<file path="src/cache_tag_pkg.sv">
`default_nettype none

package cache_tag_pkg;

   // cache geometry
   localparam int addr_width   = 32;
   localparam int set_count    = 128;
   localparam int index_width  = 7;
   localparam int tag_width    = 21;
   localparam int offset_width = 4;
   localparam int way_count    = 2;

   // byte address fields, offset at the bottom
   localparam int index_lsb = offset_width;
   localparam int tag_lsb   = offset_width + index_width;

   // set entry layout {lru, valid1, tag1, valid0, tag0}
   localparam int entry_width = 2 * tag_width + 3;
   localparam int tag0_lsb    = 0;
   localparam int valid0_bit  = tag_width;
   localparam int tag1_lsb    = tag_width + 1;
   localparam int valid1_bit  = 2 * tag_width + 1;
   // lru names the way to replace next
   localparam int lru_bit     = 2 * tag_width + 2;

   typedef logic [addr_width-1:0]  cache_addr_t;
   typedef logic [tag_width-1:0]   tag_t;
   typedef logic [index_width-1:0] set_index_t;
   typedef logic                   way_t;
   typedef logic [way_count-1:0]   way_mask_t;
   typedef logic [entry_width-1:0] set_entry_t;

   // controller states
   typedef enum logic [2:0] {
      init_wait,
      idle,
      compare,
      hit_update,
      refill_wait,
      refill_write
   } ctrl_state_t;

endpackage

`default_nettype wire

</file>
<file path="src/tag_lookup.sv">
`timescale 1ns/1ps
`default_nettype none

module tag_lookup (
   input  wire cache_tag_pkg::set_entry_t  dout,
   input  wire cache_tag_pkg::tag_t        req_tag,
   output logic                            hit,
   output cache_tag_pkg::way_t             hit_way,
   output cache_tag_pkg::way_t             victim_way
);
   import cache_tag_pkg::*;

   // unpacked entry fields
   tag_t tag0;
   tag_t tag1;
   logic valid0;
   logic valid1;
   logic lru;

   // per way match
   logic match0;
   logic match1;

   assign tag0   = dout[tag0_lsb +: tag_width];
   assign tag1   = dout[tag1_lsb +: tag_width];
   assign valid0 = dout[valid0_bit];
   assign valid1 = dout[valid1_bit];
   assign lru    = dout[lru_bit];

   // match needs valid and equal tag
   assign match0 = valid0 && (tag0 == req_tag);
   assign match1 = valid1 && (tag1 == req_tag);

   assign hit = match0 | match1;
   // both ways matching never happens
   // refill only fills the miss victim
   assign hit_way = match1;

   // victim choice
   always_comb begin
      if (!valid0) begin
         // empty way 0 first
         victim_way = 1'b0;
      end else if (!valid1) begin
         victim_way = 1'b1;
      end else begin
         // set full, follow lru
         victim_way = lru;
      end
   end

endmodule

`default_nettype wire

</file>
<file path="config.mk">
export PLATFORM = sky130hd
export DESIGN_NAME = tag_lookup
export DESIGN_NICKNAME = d
export VERILOG_FILES = /design/src/cache_tag_pkg.sv /design/src/tag_lookup.sv
export SDC_FILE = /design/constraint.sdc
export NUM_CORES = 1
export LEC_CHECK = 0
export BUFFER_PORTS_ARGS = -buffer_cell sky130_fd_sc_hd__buf_2
export CAP_MARGIN = 0
export CORE_AREA = 2 2 41 43
export DETAILED_ROUTE_END_ITERATION = 8
export DIE_AREA = 0 0 43 45
export GPL_TIMING_DRIVEN = 1
export PLACE_DENSITY = 0.86
export SLEW_MARGIN = 30
export SYNTH_ARGS = -nofsm -noshare
export SYNTH_HDL_FRONTEND = slang
export SYNTH_SLANG_ARGS = --single-unit
</file>
<file path="constraint.sdc">
create_clock -name vclk -period 1.5
set_input_delay 0.15 -clock vclk [all_inputs]
set_output_delay 0.15 -clock vclk [all_outputs]
set_load 0.05 [all_outputs]
</file>
==> flow_summary.toml, run 1 <==
[synthesis]
synth.mux.area_fraction_pct = 0
yosysMostFrequentCell = "xor2_1"
synth_top_area_share_pct = 73.9
yosys-top-cells-area = "xor2_1, nor4_1, xnor2_1, nand4_1, nand3_1"
synth_area_sq_um = 474
ys_warn_count = 0
synth_cell_type_count = 9
synth_compound_area_share_pct = 2.90
ys_top_cells_by_count = "xor2_1, nor4_1, nand3_1, nand4_1, xnor2_1"
synth_xor_area_share_pct = 77.6
yosys.area.top_type = "xor2_1"
synth_top_family_by_area = "XOR/XNOR gates"
synth_simple_gate_area_share_pct = 18.7
yosys.area_share.adder_pct = 0
synth_fp_nets = 126
synth.avg_cell_area_sq_um = 7.90
syn_inst = 60
synth_seq_area_share_pct = 0

[global_routing]
grt_pass1_vias = 725
grtUsageTotal_pct = 18.1
grt_pass1_wl_mm = 2.80
grt_max_degree = 3
overflow = 0
grt_antenna_before_repair = 0

[final_layout]
diodes = 0
finalInstanceArea_sq_um = 1050
layout-drive-gt1-share_pct = 65.7
seqCellArea_sq_um = 0
final_nets = 202
area.growth.synth_to_final_pct = 122
nClkBuffers = 0
nFlopsAndLatches = 0

[floorplan]
ios = 69
core_sq_um = 1470
start_util_pct = 32.2
rows = 14
die_y_um = 45
die_area_sq_um = 1940
die_x_um = 43

[critical_path]
slowest_delay_ps = 320
slowest_stage = "nor4_1"
start_kind = "primary input"
path_cells = "buf_6 -> xor2_1 -> nor4_1 -> nand4_1 -> o22ai_2 -> buf_6"
cp_max_fo = 2
end_kind = "output pin"
crit_type = "in -> out"
crit_arrival_ps = 1300
critical_path_required_ps = 1350
path_common_cell = "buf_6"

[sta]
tightest_slew_ps = 294
setup_violations = 0
fin_setup_tns_ps = 0
finalCriticalPeriod_ps = 1450
max_freq_mhz = 690
setup_ws_ps = 50.0
slew_headroom_pct = 80.2
hold_viol = 0
rsz0062_at_grt = "false"
period_share_pct = 96.7
slew_violations = 0
hold_slack_ps = 661

[hold_path]
hold_class = "in -> out"
hold_path_end = "victim_way"
worstHoldStart = "dout[43]"
hold_depth = 3

[routing]
wirelength_mm = 1.81
firstDrtPassIters = 2
wl_per_cell_um = 12.1
via_count = 714
drc = 0
via_per_inst = 4.76
drt_iter0_markers = 2
antenna_left = 0

[place]
placed_cell_area_sq_um = 886
port_buffers = 69
pre_cts_slack_ps = -73.0
globalplace.congestion = 0.680
dpl.hpwl_mm = 1.55

[power]
power.density_nw_per_um2 = 259
ir_drop_mv = 0.138
leakage_nw = 0.525

[run]
cap_viol_max_count = 0

[run_status]
status = "completed"
timing repair:
| item | in CTS | in global routing |
|---|---|---|
| setup buffers | 0 | 0 |
| pin swaps | 2 | 16 |
| gates resized for setup | 3 | 26 |
| endpoints found under the setup margin | 2 | 2 |
| hold buffers | 0 | 0 |
| endpoints found under the hold margin | 0 | 0 |
final cells by class:
| type | count | area [sq um] |
|---|---|---|
| Fill cell | 119 | 418 |
| Inverter | 1 | 3.75 |
| Multi-Input combinational cell | 59 | 561 |
| Tap cell | 16 | 20.0 |
| Timing Repair Buffer | 74 | 469 |
cell families (layout without fill, tap and decap cells):
family | count (synthesis) | after routing
simple gates | 15 | 15
buf+inv | 1 | 75
compound gates | 2 | 2
xor+xnor | 42 | 42
power breakdown:
group	switching, W	internal (W)	leakage [nW]	total (W)
clock network	0	0	0	0
registers	0	0	0	0
logic	0.000120	0.000153	0.525	0.000273
layout by cell type, fill, tap and decap left out:
cell type and instances:
buf_4 7, xnor2_1 2, buf_2 54, nand3_1 2, a21boi_0 1, nand4_1 2, nor4_2 7, xor2_1 35
xor2_2 5, nor4_1 3, o22ai_2 1, inv_1 1, nor2_2 1, buf_6 13
worst max-delay path by stage:
stage	startpoint	to	cells past startpoint
after floorplan	dout[44]	victim_way	2
after global placement	req_tag[1]	hit	6
after detailed placement	req_tag[11]	hit	6
after CTS	req_tag[11]	hit	6
after global routing	req_tag[18]	hit	6
final	dout[41]	hit	6
metal layers:
| layer | global-route usage (%) | up-vias | wire length [um] |
|---|---|---|---|
| met5 | 0 | - | 0 |
| met4 | 1.82 | 0 | 0 |
| met3 | 0.800 | 0 | 138 |
| met2 | 39.7 | 39 | 1080 |
| met1 | 19.3 | 323 | 589 |
| li1 | - | 352 | - |
per-stage QoR:
step / cells / power [W] / util [%]
5_1_grt: 150 / 0.000298 / 71.6
3_3_place_gp: 150 / 0.000218 / 60.2
4_1_cts: 150 / 0.000227 / 60.8
6_report: 150 / 0.000273 / 71.6
2_1_floorplan: 60 / 0.0000890 / -
3_5_place_dp: 150 / 0.000226 / 60.2
critical path, delay by kind of cell:
family                    cells  cell delay, ps
AOI/OAI and AO/OA             1             200
and+or+nand+nor               2             530
xor gates and xnor gates      1             140
buffers and inverters         2             270
(Power assumes the default switching activity.)
==> run 2: changes to the inputs <==
--- a/config.mk
+++ b/config.mk
@@ -11,7 +11,7 @@
 export DETAILED_ROUTE_END_ITERATION = 8
 export DIE_AREA = 0 0 43 45
 export GPL_TIMING_DRIVEN = 1
-export PLACE_DENSITY = 0.86
+export PLACE_DENSITY = 0.9
 export SLEW_MARGIN = 30
 export SYNTH_ARGS = -nofsm -noshare
 export SYNTH_HDL_FRONTEND = slang
==> flow_summary.toml, run 2 (synthesized netlist as in run 1, its figures left out) <==
[critical_path]
critical_path_required_ps = 1350
crit_arrival_ps = 1300
end_kind = "output pin"
start_kind = "primary input"
crit_type = "in -> out"
cp_max_fo = 2

[final_layout]
layout-drive-gt1-share_pct = 61.9
diodes = 0
nClkBuffers = 0
area.growth.synth_to_final_pct = 104
finalInstanceArea_sq_um = 966
final_common_cell = "buf_2"
fillers = 135
seqCellArea_sq_um = 0
mostFrequentLayoutCells = "buf_2, xor2_1, buf_4, nor4_1"
final_nets = 202
nFlopsAndLatches = 0

[sta]
slew_headroom_pct = 78.3
setup_violations = 0
period_share_pct = 96.4
tightest_slew_ps = 322
fin_setup_tns_ps = 0
rsz0062_at_grt = "true"
slew_violations = 0
max_freq_mhz = 691
finalCriticalPeriod_ps = 1450
hold_viol = 0
hold_slack_ps = 658

[global_routing]
grt_pass1_wl_mm = 2.61
grtUsageTotal_pct = 16.8
grt_pass1_vias = 695
overflow = 0
grt_max_degree = 3
grt_antenna_before_repair = 0

[run_status]
status = "completed"

[power]
power.density_nw_per_um2 = 255
ir_drop_mv = 0.134
leakage_nw = 0.503
p_total_w = 0.000246

[routing]
wirelength_mm = 1.68
firstDrtPassIters = 2
via_per_inst = 4.69
drc = 0
drt_iter0_markers = 1
antenna_left = 0
via_count = 703
wl_per_cell_um = 11.2

[place]
dpl.hpwl_mm = 1.55
placed_cell_area_sq_um = 886
globalplace.congestion = 0.654
port_buffers = 69

[floorplan]
core_sq_um = 1470
start_util_pct = 32.2
die_y_um = 45
die_x_um = 43
die_area_sq_um = 1940
ios = 69
rows = 14

[cts]
hold_buffers = 0

[hold_path]
hold_class = "in -> out"

[run]
cap_viol_max_count = 0
==> run 2: worst paths after layout <==
path / end / start / depth (start not counted)
worst min-delay path: victim_way / dout[43] / 3
worst max-delay path: hit / req_tag[0] / 6
==> run 2: area by class of cell <==
class              count  area [sq um]  area share, %
multi-input cells     59           527           54.5
repair buffers        74           415           43.0
well taps             16          20.0           2.07
inverters              1          3.75          0.389
==> run 2: metrics by stage <==
stage	util (%)	instances	worst slack [ps]
2_1_floorplan	-	60	44.3
3_3_place_gp	60.2	150	-68.7
3_5_place_dp	60.2	150	-104
4_1_cts	61.1	150	2.77
5_1_grt	65.6	150	-2.91
6_report	65.6	150	53.8
==> run 2: layer usage <==
| layer | global-route usage [%] | up-vias | routed length [um] |
|---|---|---|---|
| li1 | - | 354 | - |
| met1 | 17.8 | 311 | 533 |
| met2 | 37.3 | 38 | 998 |
| met3 | 0.800 | 0 | 149 |
| met4 | 1.21 | 0 | 0 |
| met5 | 0 | - | 0 |
==> run 2: power by group <==
| part | switching, W | total, W | internal (W) |
|---|---|---|---|
| Combinational | 0.000111 | 0.000246 | 0.000135 |
| Clock | 0 | 0 | 0 |
| Sequential | 0 | 0 | 0 |
| Total | 0.000111 | 0.000246 | 0.000135 |
==> run 2: timing repair <==
action | in CTS | in global routing
setup buffers | 0 | 0
resized for setup | 3 | 14
hold endpoints to repair | 0 | 0
setup endpoints to repair | 2 | 2
pin swaps | 1 | 12
==> run 2: critical path: stages <==
cell	delay [ps]
buf_2	120
xor2_1	160
nor4_1	290
nand4_1	190
o22ai_2	200
buf_6	180
