## src/cache_tag_pkg.sv

```systemverilog
`default_nettype none

package cache_tag_pkg;

   // cache geometry
   localparam int addr_width   = 32;
   localparam int set_count    = 128;
   localparam int index_width  = 7;
   localparam int tag_width    = 21;
   localparam int offset_width = 4;
   localparam int way_count    = 2;

   // byte address fields, offset at the bottom
   localparam int index_lsb = offset_width;
   localparam int tag_lsb   = offset_width + index_width;

   // set entry layout {lru, valid1, tag1, valid0, tag0}
   localparam int entry_width = 2 * tag_width + 3;
   localparam int tag0_lsb    = 0;
   localparam int valid0_bit  = tag_width;
   localparam int tag1_lsb    = tag_width + 1;
   localparam int valid1_bit  = 2 * tag_width + 1;
   // lru names the way to replace next
   localparam int lru_bit     = 2 * tag_width + 2;

   typedef logic [addr_width-1:0]  cache_addr_t;
   typedef logic [tag_width-1:0]   tag_t;
   typedef logic [index_width-1:0] set_index_t;
   typedef logic                   way_t;
   typedef logic [way_count-1:0]   way_mask_t;
   typedef logic [entry_width-1:0] set_entry_t;

   // controller states
   typedef enum logic [2:0] {
      init_wait,
      idle,
      compare,
      hit_update,
      refill_wait,
      refill_write
   } ctrl_state_t;

endpackage

`default_nettype wire

```

## src/tag_controller.sv

```systemverilog
`timescale 1ns/1ps
`default_nettype none

module tag_controller (
   input  wire logic                       clk,
   input  wire logic                       cache_reset,
   input  wire logic                       req,
   input  wire cache_tag_pkg::cache_addr_t addr,
   input  wire logic                       refill_done,
   input  wire logic                       init_busy,
   input  wire cache_tag_pkg::set_entry_t  dout,
   input  wire logic                       lookup_hit,
   input  wire cache_tag_pkg::way_t        lookup_way,
   input  wire cache_tag_pkg::way_t        lookup_victim,
   output cache_tag_pkg::set_index_t       raddr,
   output cache_tag_pkg::set_index_t       waddr,
   output cache_tag_pkg::way_mask_t        we,
   output cache_tag_pkg::set_entry_t       din,
   output logic                            refill,
   output logic                            load_over,
   output cache_tag_pkg::tag_t             req_tag,
   output logic                            ready,
   output logic                            done,
   output logic                            hit,
   output cache_tag_pkg::way_t             hit_way,
   output cache_tag_pkg::way_t             victim_way
);
   import cache_tag_pkg::*;

   ctrl_state_t state;
   ctrl_state_t state_next;

   // held request index
   set_index_t  req_index;
   // way written on hit update or refill
   way_t        target_way;
   set_entry_t  entry_new;

   // state register
   always_ff @(posedge clk) begin
      if (!cache_reset) begin
         state <= init_wait;
      end else begin
         state <= state_next;
      end
   end

   // next state
   always_comb begin
      state_next = state;
      case (state)
         init_wait:    if (!init_busy) state_next = idle;
         idle:         if (req) state_next = compare;
         // lookup results valid here
         compare:      state_next = lookup_hit ? hit_update : refill_wait;
         hit_update:   state_next = idle;
         // wait as long as the line takes
         refill_wait:  if (refill_done) state_next = refill_write;
         refill_write: state_next = idle;
         default:      state_next = init_wait;
      endcase
   end

   // capture request fields when accepted
   always_ff @(posedge clk) begin
      if (state == idle && req) begin
         req_tag   <= addr[tag_lsb +: tag_width];
         req_index <= addr[index_lsb +: index_width];
      end
   end

   // lookup results registered at end of compare
   always_ff @(posedge clk) begin
      if (state == compare) begin
         hit        <= lookup_hit;
         hit_way    <= lookup_way;
         victim_way <= lookup_victim;
      end
   end

   // one cycle done pulse
   always_ff @(posedge clk) begin
      if (!cache_reset) begin
         done <= 1'b0;
      end else begin
         done <= (state == compare);
      end
   end

   assign ready = (state == idle);

   // read the live index only while idle
   // otherwise keep the held set on the store output
   assign raddr = (state == idle) ? addr[index_lsb +: index_width] : req_index;
   assign waddr = req_index;

   assign load_over = (state == hit_update);
   assign refill    = (state == refill_write);

   assign target_way = refill ? victim_way : hit_way;

   // one way enable per write
   always_comb begin
      if (load_over || refill) begin
         we = target_way ? 2'b10 : 2'b01;
      end else begin
         we = 2'b00;
      end
   end

   // new entry, other way kept as read
   always_comb begin
      entry_new = dout;
      if (target_way) begin
         entry_new[tag1_lsb +: tag_width] = req_tag;
         entry_new[valid1_bit]            = 1'b1;
      end else begin
         entry_new[tag0_lsb +: tag_width] = req_tag;
         entry_new[valid0_bit]            = 1'b1;
      end
      // replace the other way next
      entry_new[lru_bit] = ~target_way;
   end

   assign din = entry_new;

endmodule

`default_nettype wire

```

## config.mk

```make
export PLATFORM = sky130hd
export DESIGN_NAME = tag_controller
export DESIGN_NICKNAME = d
export VERILOG_FILES = /design/src/cache_tag_pkg.sv /design/src/tag_controller.sv
export SDC_FILE = /design/constraint.sdc
export NUM_CORES = 1
export LEC_CHECK = 0
export ABC_AREA = 1
export BUFFER_PORTS_ARGS = -buffer_cell sky130_fd_sc_hd__buf_2
export CAP_MARGIN = 30
export CORE_ASPECT_RATIO = 1.1
export CORE_UTILIZATION = 33
export CTS_CLUSTER_DIAMETER = 120
export DETAILED_ROUTE_END_ITERATION = 10
export GPL_TIMING_DRIVEN = 0
export MAX_ROUTING_LAYER = met4
export PLACE_DENSITY = 0.81
export RECOVER_POWER = 50
export SETUP_SLACK_MARGIN = 0.4
export SKIP_LAST_GASP = 1
export SYNTH_ARGS = -nofsm -noshare
export SYNTH_HDL_FRONTEND = slang
export SYNTH_SLANG_ARGS = --single-unit
```

## constraint.sdc

```tcl
create_clock -name clk -period 1.8 [get_ports clk]
set_clock_uncertainty 0.05 [all_clocks]
set_input_delay 0.18 -clock clk [delete_from_list [all_inputs] [get_ports clk]]
set_output_delay 0.18 -clock clk [all_outputs]
set_load 0.01 [all_outputs]
```

==> results.json <==
{
  "setup_ws_ns": -0.09290,
  "p_switching_w": 0.0006994,
  "placementRows": 27,
  "cp.required_ns": 1.57,
  "cpMaxStageDelayCell": "dfxtp_4",
  "finalMaxSlewViolations": 0,
  "clock-sinks": 35,
  "ir_worst_vdd_uv": 616.9,
  "clock_power_share": 0.279,
  "fmax_mhz": 528.3,
  "yosys.cell_types.count": 20,
  "die_area_mm2": 0.005759,
  "status": "complete, but fails checks",
  "dp.final_hpwl_mm": 4.489,
  "cts-root-buf": "clkbuf_8",
  "layout-drive-gt1-share": 0.5435,
  "grt_max_degree": 15,
  "path_clk_slew_ns": 0.07,
  "worstSetupPathType": "reg2out",
  "die_width_um": 72.45,
  "cts_max_path_buffers": 2,
  "track_usage": 0.1988,
  "syn_inst": 212,
  "initial_core_util": 0.3509,
  "synth_seq_area_share": 0.5611,
  "cts_tree": "built",
  "cp_top_family": "buffers and inverters",
  "final_cell_area_mm2": 0.003347,
  "clk-insertion-delay-late_ns": 0.28,
  "drv_cap": 0,
  "pre_cts_ws_ns": -0.05381,
  "n_fill_cell": 474,
  "tightest_slew_ns": 0.3596,
  "synth.avg_cell_area_um2": 8.499,
  "start_kind": "register",
  "yosysWarnings": 0,
  "port_buffers": 168,
  "path_cells": "nand3_4 > o21ai_4 > buf_12 > buf_8 > clkbuf_16 > nand2_2 > o21ai_1 > buf_2",
  "h-tree-depth": 2,
  "critPathArrivalTime_ns": 1.66,
  "firstDrtPassIters": 4,
  "nNetsFinal": 498,
  "combPwrFrac": 0.309,
  "min_period_ns": 1.893,
  "slew_headroom": 0.7590,
  "critical_path.endpoint_type": "output port",
  "setup_viol": 23,
  "layout.core_utilization": 0.6518,
  "swShare": 0.2895,
  "powerDensity_mw_per_mm2": 721.7,
  "io_pins": 174,
  "viasPerCell": 4.546,
  "drt_iter0_markers": 60,
  "synth_area_mm2": 0.001802,
  "grt_pass1_wl_mm": 8.411,
  "p_int_w": 0.001716,
  "wl_mm": 6.339,
  "critPathMaxFanout": 8,
  "critical_path_buf_inv_count": 4,
  "area_growth_pct": 85.76,
  "place_congestion": 0.7653,
  "drc": 0,
  "cts_buffers": 5,
  "fin_hold_ws_ns": 0.02118,
  "post-route-period-util": 1.052,
  "cpPeakStageDelay_ns": 0.40,
  "hold_viol_final": 0,
  "cellLeakagePower_nw": 1.682,
  "hold_path_class": "in2reg",
  "antenna_left": 0,
  "syn_nets": 297,
  "overflow": 0,
  "violations": "negative setup slack",
  "wl_per_cell_um": 13.02,
  "dpl_cell_area_mm2": 0.002756,
  "coreArea_mm2": 0.005135,
  "first_global_vias": 1902,
  "ys_ff_latch": 35,
  "via_count": 2214,
  "rsz0062_at_grt": "yes",
  "pwr-share-seq": 0.412,
  "p_total_w": 0.002415,
  "fp.dieH_um": 79.50,
  "antenna_found_initial": 0
}
## layout make-up
class | instances | area, µm² | area share
Antenna cell | 1 | 2.502 | 0.0007477
Buffer | 8 | 101.3 | 0.03028
Clock buffer | 5 | 68.82 | 0.02056
Clock inverter | 3 | 38.79 | 0.01159
Inverter | 36 | 148.9 | 0.04449
Multi-Input combinational cell | 133 | 713.2 | 0.2131
Sequential cell | 35 | 1022 | 0.3054
Tap cell | 72 | 90.09 | 0.02692
Timing Repair Buffer | 192 | 1147 | 0.3428
Timing Repair inverter | 2 | 13.76 | 0.004112
## cell usage after synthesis
cell	n	share of area
inv_4	1	0.0035
or2_2	2	0.0069
buf_6	3	0.019
o21ai_0	21	0.058
edfxtp_1	31	0.52
buf_2	3	0.0083
nand3_2	1	0.0056
nand2_1	72	0.15
o21ai_4	1	0.0090
a21oi_1	3	0.0083
nand4_1	1	0.0035
nor3_1	1	0.0028
o21ai_1	21	0.058
inv_1	35	0.073
nand3_1	2	0.0056
nor3_2	1	0.0056
dfxtp_1	4	0.044
clkbuf_2	1	0.0028
nor2_1	7	0.015
buf_4	1	0.0042
## worst paths after layout
path | slack [ns] | cells after the start | to | start
min | 0.02 | 1 | req_tag[18]$_DFFE_PP_ | addr[29]
min reg2reg | 0.55 | 2 | state[0]$_SDFFE_PN0P_ | state[0]$_SDFFE_PN0P_
max reg2reg | 0.44 | 6 | state[0]$_SDFFE_PN0P_ | state[2]$_SDFFE_PN0P_
max | -0.09 | 8 | din[26] | state[0]$_SDFFE_PN0P_
## layout by cell type (no fill, tap or decap), types with 3 or more instances in the layout
| master | count |
|---|---|
| clkbuf_16 | 4 |
| nand2_2 | 15 |
| a21oi_1 | 3 |
| o21ai_2 | 12 |
| buf_2 | 139 |
| nand2_1 | 56 |
| inv_2 | 3 |
| buf_6 | 7 |
| buf_8 | 6 |
| dfxtp_4 | 3 |
| clkbuf_8 | 5 |
| clkbuf_1 | 27 |
| inv_1 | 30 |
| buf_12 | 4 |
| o21ai_1 | 30 |
| edfxtp_1 | 31 |
| buf_4 | 10 |
| nor2_1 | 6 |
## flip-flops by register name, summed over array words and instances (netlist names)
name / cells
req_tag: 21
waddr: 7
state: 3
done: 1
hit: 1
hit_way: 1
victim_way: 1
## through the flow
| step | cells | TNS [ns] |
|---|---|---|
| final | 487 | -0.6014 |
| after global routing | 486 | -4.370 |
| after CTS | 476 | -0.3579 |
| after detailed placement | 452 | -0.9487 |
| after global placement | 452 | -0.03004 |
| after floorplan | 212 | 0 |
## power groups by stage
| stage | Sequential [W] | Combinational (W) | Clock (W) |
|---|---|---|---|
| floorplan | 0.00103 | 0.000283 | 0 |
| global placement | 0.00101 | 0.000575 | 0 |
| detailed placement | 0.00101 | 0.000586 | 0 |
| CTS | 0.000994 | 0.000673 | 0.000691 |
| global route | 0.00100 | 0.000807 | 0.000728 |
| finish | 0.000995 | 0.000746 | 0.000675 |
## kinds of logic (layout without fill, tap and decap cells)
kind of cell | count (synthesis) | after routing | share of synthesized area
AND/OR/NAND/NOR | 87 | 87 | 0.1944
AO/OA/AOI/OAI | 46 | 46 | 0.1340
buffers and inverters | 44 | 246 | 0.1104
flip-flops | 35 | 35 | 0.5611
other | 0 | 1 | 0
## metal layers
metal	vias up	routed length, µm	track usage
met3	20	378	0.05556
met2	105	3380	0.3589
met5	-	0	-
met4	0	184	0.07647
met1	1001	2395	0.2026
li1	1088	-	-
## what timing repair did
item                                    in CTS  in global routing
resized for setup                           20                 44
hold endpoints to repair                     0                  2
hold buffers                                 0                  2
endpoints found under the setup margin      91                 72
pin swaps                                    2                  2
cloned                                       2                  5
setup buffers                               14                  3
Power figures use the tool's default switching activity.
